## config.mk

```make
export PLATFORM = sky130hd
export DESIGN_NAME = spi_test_master
export DESIGN_NICKNAME = d
export VERILOG_FILES = /design/src/hdl/spi_test_pkg.sv /design/src/hdl/spi_frame_engine.sv /design/src/hdl/spi_launch_timer.sv /design/src/hdl/spi_rx_verifier.sv /design/src/hdl/spi_test_master.sv
export SDC_FILE = /design/constraint.sdc
export NUM_CORES = 1
export LEC_CHECK = 0
export ABC_AREA = 0
export ABC_CLOCK_PERIOD_IN_PS = 4800
export BUFFER_PORTS_ARGS = -buffer_cell sky130_fd_sc_hd__buf_2
export CAP_MARGIN = 20
export CORE_MARGIN = 2
export CORE_UTILIZATION = 43
export DETAILED_ROUTE_END_ITERATION = 10
export GPL_ROUTABILITY_DRIVEN = 0
export GPL_TIMING_DRIVEN = 0
export MAX_ROUTING_LAYER = met4
export PLACE_DENSITY_LB_ADDON = 0.1
export REMOVE_ABC_BUFFERS = 1
export SLEW_MARGIN = 20
export SYNTH_ARGS = -nofsm -noshare
export SYNTH_HDL_FRONTEND = slang
export SYNTH_HIERARCHICAL = 1
export SYNTH_SLANG_ARGS = --single-unit
```

## constraint.sdc

```tcl
create_clock -name clk -period 4.8 [get_ports clk]
set_input_delay 1.2 -clock clk [delete_from_list [all_inputs] [get_ports clk]]
set_output_delay 1.2 -clock clk [all_outputs]
set_load 0.005 [all_outputs]
```

## src/hdl/spi_test_pkg.sv

```systemverilog
package spi_test_pkg;

	// Run length and byte size
	localparam int FRAME_COUNT = 64;   // Frames per self-test run
	localparam int BYTE_W      = 8;    // Payload bits per frame
	localparam int IDX_W       = 8;    // Frame index width, also the MOSI byte source

	// Delays in clk cycles
	localparam int START_DELAY = 250;  // Enabled cycles before the first frame
	localparam int FRAME_GAP   = 250;  // Idle cycles with cs high between frames

	// Frame step counter
	localparam int STEP_W = 5;         // Wide enough for the longest frame

	// Mode 0 has SCLK idle low and data on the first bit phase
	localparam int MODE0_LEN = 17;     // Step count that closes a mode 0 frame

	// Mode 1 has SCLK idle high and data one bit phase late
	localparam int MODE1_LEN    = 18;  // Step count that closes a mode 1 frame
	localparam int MODE1_OFFSET = 1;   // SCLK starts toggling after this step

endpackage

```

## src/hdl/spi_frame_engine.sv

```systemverilog
`timescale 1ns/1ps

module spi_frame_engine (
	input  logic                              clk,
	input  logic                              rst_n,
	input  logic                              tx_en,
	input  logic                              rx_en,
	input  logic                              mode_select,  // 1 selects idle-high SCLK, late data
	input  logic                              start_done,
	input  logic                              gap_busy,
	input  logic                              run_done,
	input  logic [spi_test_pkg::IDX_W-1:0]    frame_index,  // Byte to send this frame
	input  logic                              spi_miso,
	output logic                              spi_clk,
	output logic                              spi_mosi,
	output logic                              cs,
	output logic                              frame_end,    // Pulse on the last step
	output logic [spi_test_pkg::BYTE_W-1:0]   rx_byte       // Valid with frame_end
);

	typedef logic [spi_test_pkg::STEP_W-1:0] step_t;
	typedef logic [spi_test_pkg::STEP_W-2:0] phase_t;  // Step count in bit phases
	typedef logic [spi_test_pkg::BYTE_W-1:0] byte_t;

	step_t  step;        // Position inside the current frame
	step_t  frame_len;   // Last step for the selected mode
	step_t  sclk_start;  // SCLK toggles only above this step
	phase_t ph0;         // Bit phase as seen by mode 0
	phase_t ph1;         // Same phase one bit later for mode 1
	phase_t tx_ph;       // Phase that picks the MOSI bit
	byte_t  tx_byte;
	byte_t  rx_m0;       // MISO capture on mode 0 sample steps
	byte_t  rx_m1;       // MISO capture on mode 1 sample steps
	logic   run_ok;

	// The one place that decides whether a frame may advance
	assign run_ok = (tx_en || rx_en) && start_done && !gap_busy && !run_done;

	// Mode dependent frame shape
	assign frame_len  = mode_select ? step_t'(spi_test_pkg::MODE1_LEN)
	                                : step_t'(spi_test_pkg::MODE0_LEN);
	assign sclk_start = mode_select ? step_t'(spi_test_pkg::MODE1_OFFSET) : '0;

	// >= keeps a mode switch mid-frame from running past the end
	assign frame_end = run_ok && (step >= frame_len);

	// Step counter and chip select
	always_ff @(posedge clk) begin
		if (!rst_n) begin
			step <= '0;
			cs   <= 1'b1;
		end else if (run_ok && !frame_end) begin
			step <= step + 1'b1;
			cs   <= 1'b0;          // Low from the first step on
		end else begin
			// Frame done, abandoned, or waiting on gap or start delay
			step <= '0;
			cs   <= 1'b1;
		end
	end

	// SCLK
	// 16 toggles per frame give 8 full pulses and end at the idle level
	always_ff @(posedge clk) begin
		if (!rst_n) begin
			spi_clk <= mode_select;  // Idle level follows the mode
		end else if (!run_ok) begin
			spi_clk <= mode_select;  // Abandoned frame snaps back to idle
		end else if ((step > sclk_start) && (step < frame_len)) begin
			spi_clk <= ~spi_clk;
		end
	end

	// Bit phases change every two steps
	assign ph0   = step[spi_test_pkg::STEP_W-1:1];
	assign ph1   = ph0 - 1'b1;            // Wraps out of range on phase 0
	assign tx_ph = mode_select ? ph1 : ph0;

	assign tx_byte = frame_index[spi_test_pkg::BYTE_W-1:0];  // Frame n carries byte n

	// MOSI
	// MSB first, line parked high outside the data phases
	always_ff @(posedge clk) begin
		if (!rst_n) begin
			spi_mosi <= 1'b1;
		end else if (tx_en && run_ok && (tx_ph < phase_t'(spi_test_pkg::BYTE_W))) begin
			spi_mosi <= tx_byte[spi_test_pkg::BYTE_W - 1 - int'(tx_ph)];
		end else begin
			spi_mosi <= 1'b1;  // Also covers tx disabled
		end
	end

	// MISO capture on odd steps
	// Both phase registers fill in parallel, mode picks one at frame end
	always_ff @(posedge clk) begin
		if (run_ok && rx_en && step[0]) begin
			if (ph0 < phase_t'(spi_test_pkg::BYTE_W)) begin
				rx_m0[spi_test_pkg::BYTE_W - 1 - int'(ph0)] <= spi_miso;  // Steps 1 to 15
			end
			if (ph1 < phase_t'(spi_test_pkg::BYTE_W)) begin
				rx_m1[spi_test_pkg::BYTE_W - 1 - int'(ph1)] <= spi_miso;  // Steps 3 to 17
			end
		end
	end

	// Last sample lands before the final step in both modes
	assign rx_byte = mode_select ? rx_m1 : rx_m0;

endmodule

```

## src/hdl/spi_launch_timer.sv

```systemverilog
`timescale 1ns/1ps

module spi_launch_timer (
	input  logic clk,
	input  logic rst_n,
	input  logic tx_en,
	input  logic rx_en,
	input  logic frame_end,   // One-cycle pulse at the close of every frame
	output logic start_done,  // Sticky level once the start delay has elapsed
	output logic gap_busy     // High while the inter-frame gap runs
);

	// Counters sized to hold their full delay value
	typedef logic [$clog2(spi_test_pkg::START_DELAY + 1)-1:0] start_cnt_t;
	typedef logic [$clog2(spi_test_pkg::FRAME_GAP + 1)-1:0] gap_cnt_t;

	start_cnt_t start_cnt;  // Enabled cycles seen so far
	gap_cnt_t   gap_cnt;    // Remaining gap cycles

	// Start delay
	// Only cycles with an enable count, so a paused enable pauses the delay
	always_ff @(posedge clk) begin
		if (!rst_n) begin
			start_cnt  <= '0;
			start_done <= 1'b0;
		end else if ((tx_en || rx_en) && !start_done) begin
			start_cnt <= start_cnt + 1'b1;
			if (start_cnt == start_cnt_t'(spi_test_pkg::START_DELAY - 1)) begin
				start_done <= 1'b1;  // Rises START_DELAY cycles after first enable
			end
		end
	end

	// Inter-frame gap
	always_ff @(posedge clk) begin
		if (!rst_n) begin
			gap_cnt <= '0;
		end else if (frame_end) begin
			gap_cnt <= gap_cnt_t'(spi_test_pkg::FRAME_GAP);  // Reload on every frame end
		end else if (gap_cnt != '0) begin
			gap_cnt <= gap_cnt - 1'b1;
		end
	end

	// Busy for exactly FRAME_GAP cycles after each frame_end
	assign gap_busy = (gap_cnt != '0);

endmodule

```

## src/hdl/spi_rx_verifier.sv

```systemverilog
`timescale 1ns/1ps

module spi_rx_verifier (
	input  logic                              clk,
	input  logic                              rst_n,
	input  logic                              rx_en,
	input  logic                              frame_end,       // Closes one frame
	input  logic [spi_test_pkg::BYTE_W-1:0]   rx_byte,         // Byte captured from MISO
	output logic [spi_test_pkg::IDX_W-1:0]    frame_index,     // Frames completed so far
	output logic                              run_done,        // Stops the engine
	output logic                              spi_over,        // Done level at the pins
	output logic                              receive_status   // Pass level at the pins
);

	typedef logic [spi_test_pkg::IDX_W-1:0] idx_t;

	idx_t match_cnt;   // Frames whose byte matched the index
	logic rx_match;
	logic last_frame;
	logic done_q;

	// Expected byte is the index of the frame that just ended
	assign rx_match   = rx_en && (rx_byte == frame_index[spi_test_pkg::BYTE_W-1:0]);
	assign last_frame = (frame_index == idx_t'(spi_test_pkg::FRAME_COUNT - 1));

	// Frame index
	// An abandoned frame has no frame_end so the index holds and it repeats
	always_ff @(posedge clk) begin
		if (!rst_n) begin
			frame_index <= '0;
		end else if (frame_end) begin
			frame_index <= frame_index + 1'b1;
		end
	end

	// Match counter
	always_ff @(posedge clk) begin
		if (!rst_n) begin
			match_cnt <= '0;
		end else if (frame_end && rx_match) begin
			match_cnt <= match_cnt + 1'b1;  // Only counts while rx is enabled
		end
	end

	// Done flag
	// Set on the edge that ends the last frame so it shows one cycle later
	always_ff @(posedge clk) begin
		if (!rst_n) begin
			done_q <= 1'b0;
		end else if (frame_end && last_frame) begin
			done_q <= 1'b1;
		end
	end

	// Pass level trails done by one cycle
	always_ff @(posedge clk) begin
		if (!rst_n) begin
			receive_status <= 1'b0;
		end else begin
			receive_status <= done_q && (match_cnt == idx_t'(spi_test_pkg::FRAME_COUNT));
		end
	end

	assign run_done = done_q;
	assign spi_over = done_q;  // Same level, one for the engine and one for the pins

endmodule

```

## src/hdl/spi_test_master.sv

```systemverilog
`timescale 1ns/1ps

module spi_test_master (
	input  logic clk,
	input  logic rst_n,
	input  logic tx_en,           // Drive the index byte on MOSI
	input  logic rx_en,           // Check MISO against the index byte
	input  logic mode_select,     // 0 idle-low SCLK, 1 idle-high with late data
	input  logic spi_miso,
	output logic spi_mosi,
	output logic spi_clk,
	output logic cs,
	output logic spi_over,        // All frames sent
	output logic receive_status   // All received bytes matched
);

	// Timer to engine
	logic start_done;
	logic gap_busy;

	// Engine to timer and verifier
	logic                            frame_end;
	logic [spi_test_pkg::BYTE_W-1:0] rx_byte;

	// Verifier to engine
	logic [spi_test_pkg::IDX_W-1:0]  frame_index;
	logic                            run_done;

	// Start delay and inter-frame gap
	spi_launch_timer u_timer (
		.clk        (clk),
		.rst_n      (rst_n),
		.tx_en      (tx_en),
		.rx_en      (rx_en),
		.frame_end  (frame_end),
		.start_done (start_done),
		.gap_busy   (gap_busy)
	);

	// Pin timing for both clock modes
	spi_frame_engine u_engine (
		.clk         (clk),
		.rst_n       (rst_n),
		.tx_en       (tx_en),
		.rx_en       (rx_en),
		.mode_select (mode_select),
		.start_done  (start_done),
		.gap_busy    (gap_busy),
		.run_done    (run_done),
		.frame_index (frame_index),
		.spi_miso    (spi_miso),
		.spi_clk     (spi_clk),
		.spi_mosi    (spi_mosi),
		.cs          (cs),
		.frame_end   (frame_end),
		.rx_byte     (rx_byte)
	);

	// Frame bookkeeping and pass or fail result
	spi_rx_verifier u_verifier (
		.clk            (clk),
		.rst_n          (rst_n),
		.rx_en          (rx_en),
		.frame_end      (frame_end),
		.rx_byte        (rx_byte),
		.frame_index    (frame_index),
		.run_done       (run_done),
		.spi_over       (spi_over),
		.receive_status (receive_status)
	);

endmodule

```

; ---- Word-level counts from Yosys, hierarchy flattened
; Index checks and enable logic that the tools add are counted.
; W data, S select, Z words.
[word_totals]
output_inout_bits = 5
wordCells = 90
inputBits = 6
regBits = 59
[classes]
addsub = 9
order_cmp = 11
mux = 19
reduce_logical = 30
bitwise_logic = 2
eq_ne = 5
[op_table]
columns = op, count
row1 = $lt A32 B5 Y1 const B, 3
row2 = $ge A32 B1 Y1 const B, 2
row3 = $add A8 B1 Y8 const B, 3
row4 = $mux W8, 3
row5 = $logic_and A1 B1 Y1, 17
row6 = $bwmux W8, 2
row7 = $sub A3 B4 Y5 const A, 3
row8 = $lt A4 B4 Y1 const B, 3
row9 = $reduce_and A2 Y1, 5
row10 = $mux W1, 9
row11 = $eq A8 B6 Y1 const B, 1
row12 = $eq A8 B7 Y1 const B, 1
row13 = $eq A8 B8 Y1, 1
row14 = $eq A8 B8 Y1 const B, 1
row15 = $reduce_bool A8 Y1, 1
row16 = $sub A8 B1 Y8 const B, 1
row17 = $demux W1 S3, 2
row18 = $add A5 B1 Y5 const B, 1
row19 = $ge A5 B5 Y1, 1
row20 = $gt A5 B5 Y1, 1
row21 = $lt A5 B5 Y1, 1
row22 = $logic_not A1 Y1, 4
row23 = $mux W4, 1
row24 = $sub A4 B1 Y4 const B, 1
row25 = 7 further kinds, 8

; ---- Depth between registers and ports, before layout
[logic_depth]
word_depth = 8
ltp_mapped = 12
mapped_depth_nobuf = 10

; ---- Modules after synthesis
; The synthesis kept the hierarchy.
[by_module_without_submodules]
columns = mod, area_each_um2, n_inst, seq_area_each_um2, cells_per_inst
row1 = spi_frame_engine, 1330.0, 1, 650.6, 119
row2 = spi_rx_verifier, 908.4, 1, 360.3, 100
row3 = spi_launch_timer, 850.8, 1, 340.3, 97

; ---- Least setup slack after synthesis
; OpenSTA, ideal clock, no wires.
[synth_timing]
path_kind = input to register
from = input mode_select
to = register u_verifier.match_cnt[5]
stages = 11
t_arrival_ns = 3.811
slack_ns = 0.920
cell_sequence = clkbuf_1 -> inv_1 -> ha_1 -> nor2b_1 -> o41ai_2 -> nor3_1 -> clkbuf_1 -> and3_1 -> nand3_2 -> or4_1 -> a21oi_1
[synth_via]
elab_chain_cells = 4
word_cells_on_any_way = 7
cone_classes = order compare: 1 / eq/ne: 1 / mux: 2 / reduce/logical: 3
[synth_rtl]
columns = item, line_no
row1 = "start, declared", spi_test_master.sv:8  ; input logic mode_select,
row2 = $mux W2, spi_frame_engine.sv:40  ; assign frame_len = mode_select ? step_t'(spi_test_pkg::MODE1_LEN)
row3 = $ge A5 B5 Y1, spi_frame_engine.sv:45  ; assign frame_end = run_ok && (step >= frame_len);
row4 = $logic_and A1 B1 Y1, spi_frame_engine.sv:45
row5 = net frame_end, spi_test_master.sv:22  ; logic frame_end;
row6 = $logic_and A1 B1 Y1, spi_rx_verifier.sv:40  ; end else if (frame_end && rx_match) begin
row7 = "end signal, assigned", spi_rx_verifier.sv:41  ; match_cnt <= match_cnt + 1'b1;
row8 = "end, declared", spi_rx_verifier.sv:17  ; idx_t match_cnt;
; The timed path passes the listed nets, and every way through them passes these cells.
; A chain may end at the register's enable or synchronous reset.

; ---- Worst setup path after layout
; Same ends and word-level chain as after synthesis.

==> impl_metrics.tcl <==
set metrics [dict create \
    synth_edf_count 17 \
    drtIter0Drc 159 \
    setup_tns_ns 0 \
    switching_share_pct 29.5 \
    grt_max_degree 17 \
    num_io_pins 11 \
    cp_num_cells 10 \
    skew_ns 0.00957 \
    cts_resized 0 \
    initial_core_util_pct 45.0 \
    yosysTopAreaCell "dfxtp_1" \
    die_x_um 88.8 \
    cp.required_ns 5.05 \
    drv_slew 0 \
    dr_total_vias 2242 \
    coreArea_um2 6870 \
    clk_path_buf_depth 2 \
    ys_warn_count 6 \
    power.switching_uw 355 \
    holdWs_ns 0.448 \
    slew_headroom_pct 42.5 \
    drive_above_1_share_pct 14.5 \
    reg2reg_depth 10 \
    fin_nets 345 \
    p_comb_share_pct 21.1 \
    holdBufCountCts 0 \
    grt_pass1_wl_mm 10.4 \
    drc 0 \
    die_h_um 88.8 \
    yosys-top-cells-count "dfxtp_1 (42), nor2_1 (34), a21oi_1 (21), nand2_1 (21), edfxtp_1 (17)" \
    drt-pass1-iter-count 4 \
    finalWirelength_mm 5.88 \
    yosys-top-cells-area "dfxtp_1 (27%), edfxtp_1 (17%), ha_1 (5.7%), xor2_1 (4.5%), nor2_1 (4.1%)" \
    hold_viol 0 \
    setup_viol 0 \
    synth-seq-cells 59 \
    syn_inst 316 \
    synth_ff_type "dfxtp_1" \
    finalCriticalPeriod_ns 3.83 \
    antenna_cells 0 \
    syn_avg_cell_area_um2 9.78 \
    p_leak_uw 0.00117 \
    crit_path_top_delay_cell "nor3_2" \
    crit_arrival_ns 4.09 \
    netlist_area_um2 3090 \
    worstSetupEndpointType "flip-flop" \
    clkPwrFrac_pct 30.8 \
    cts_root_buf "clkbuf_8" \
    dieArea_um2 7880 \
    r2r_start "u_timer/gap_cnt[0]" \
    postRouteAntennaNets 0 \
    grt_overflow 0 \
    synth_top_cell_area_share_pct 27.2 \
    hold_depth 1 \
    power_uw 1200 \
    synth_most_common_cell "dfxtp_1" \
    crit_path_start_kind "input pin" \
    hp-class "reg -> reg" \
    vias_per_cell 5.26 \
    ir_worst_vdd_mv 0.166 \
    numCtsBuffers 9 \
    reg2reg_to "u_verifier/match_cnt[5]" \
    crit_family "simple AND/OR/NAND/NOR gates" \
    dp_hpwl_mm 4.10 \
    tightest_slew_ns 0.861 \
    async_flop_share_pct 0 \
    reg2reg_slack_ns 1.20 \
    clock-sinks 59 \
    status "finished, final reports clean" \
    rsz0062_at_grt "false" \
    clk_pin_slew_worst_paths_ns 0.06 \
    ys_types 55 \
    htree_levels 3 \
    crit_chain "buf_2 > inv_1 > ha_1 > nor2b_1 > o41ai_2 > nor3_2 > and3_1 > nand3_2 > or4_1 > a21oi_1" \
    cts_tree "yes" \
    fin_crit_sh_pct 79.8 \
    port_buffers 10 \
    cp_max_fo 16 \
    worst-path-buf-inv 2 \
    grt_pass1_vias 2184 \
    max_stage_delay_ns 0.58 \
    fmax_mhz 261 \
    syn2layout_area_growth_pct 8.51 \
    worstSetupStartpoint "mode_select" \
    postCtsSetupBuffers 0 \
    p_int_uw 846 \
    crit_path_end "u_verifier/match_cnt[5]" \
    p_per_area_nw_per_um2 358 \
    clk_latency_ns 0.33 \
    crit_type "in -> reg" \
    power_frac_seq_pct 48.1 \
    synth-seq-area-share_pct 43.7 \
    rows 30 \
    antenna_found_initial 0 \
    drv_cap 0 \
    grt_usage_pct 17.6 \
    wl_per_cell_um 13.8 \
]
==> metrics by stage <==
step | setup WS, ns | cell area (um^2) | instances | utilization [%]
3_5_place_dp | 0.629 | 3200 | 410 | 46.6
5_1_grt | 0.674 | 3350 | 426 | 48.8
2_1_floorplan | 1.14 | 3020 | 304 | -
6_report | 0.968 | 3350 | 426 | 48.8
3_3_place_gp | 0.184 | 3190 | 410 | 46.5
4_1_cts | 0.972 | 3350 | 426 | 48.8
==> cells by family after synthesis <==
| group | synth area share [%] |
|---|---|
| simple gates | 23.7 |
| compound gates | 11.2 |
| xor+xnor | 6.52 |
| mux | 5.35 |
| fa+ha+maj | 5.67 |
| flops | 43.7 |
| buf+inv | 3.85 |
==> per-layer routing <==
layer / track usage (%) / up-vias / wire length [um]
met2: 25.2 / 27 / 2600
li1: - / 1159 / -
met4: 7.44 / 0 / 53
met3: 3.64 / 6 / 159
met5: - / - / 0
met1: 24.0 / 1050 / 3070
==> worst reg2reg max path, stage by stage (launching register included) <==
cell,delay [ns]
dfxtp_1,0.31
inv_1,0.11
ha_1,0.21
nor3b_2,0.44
nand2_1,0.15
or3b_1,0.54
nor3_2,0.66
and3_1,0.37
nand3_2,0.13
or4_1,0.48
a21oi_1,0.14
==> worst min-delay path by stage <==
| stage | from | end | slack [ns] |
|---|---|---|---|
| floorplan | u_verifier/match_cnt[7] | u_verifier/receive_status | 0.41 |
| global placement | u_verifier/match_cnt[7] | u_verifier/receive_status | 0.43 |
| detailed placement | u_verifier/match_cnt[7] | u_verifier/receive_status | 0.45 |
| CTS | u_verifier/match_cnt[7] | u_verifier/receive_status | 0.45 |
| global route | u_verifier/match_cnt[7] | u_verifier/receive_status | 0.50 |
| finish | u_verifier/match_cnt[7] | u_verifier/receive_status | 0.45 |
==> power by group through the flow <==
stage                     Sequential (uW)  Clock (uW)  Combinational [uW]
final                                 578         370                 253
after detailed placement              588           0                 248
after global placement                589           0                 248
after floorplan                       582           0                 201
after CTS                             577         385                 251
after global routing                  584         404                 286
==> cells in the final DEF, fill, tap and decap left out, drive strengths merged, types with 9 or more instances in the layout <==
master and instances:
or4 9, clkbuf 13, nand3 10, or3 9
nor2 34, nand2 21, ha 14, a21oi 21
buf 10, inv 14, nor3 11, dfxtp 42
edfxtp 17, xor2 16, o21ai 9
==> final cells by class <==
cell class | count | area [um^2]
clock inverters | 3 | 15.0
clock buffers | 13 | 139
fillers | 645 | 3520
repair buffers | 10 | 50.0
well taps | 96 | 120
multi-input cells | 231 | 1620
flip-flops and latches | 59 | 1350
inverters | 14 | 52.6
==> state kept, by name, summed over array words and instances, names as in the netlist <==
signal                     cells
u_verifier/receive_status      1
u_timer/start_done             1
u_engine/rx_m0                 8
u_engine/rx_m1                 8
u_verifier/run_done            1
u_engine/spi_clk               1
u_verifier/match_cnt           8
u_timer/gap_cnt                8
u_timer/start_cnt              8
u_engine/cs                    1
u_verifier/frame_index         8
u_engine/spi_mosi              1
u_engine/step                  5
No activity file was read; power rests on OpenSTA's default activity.
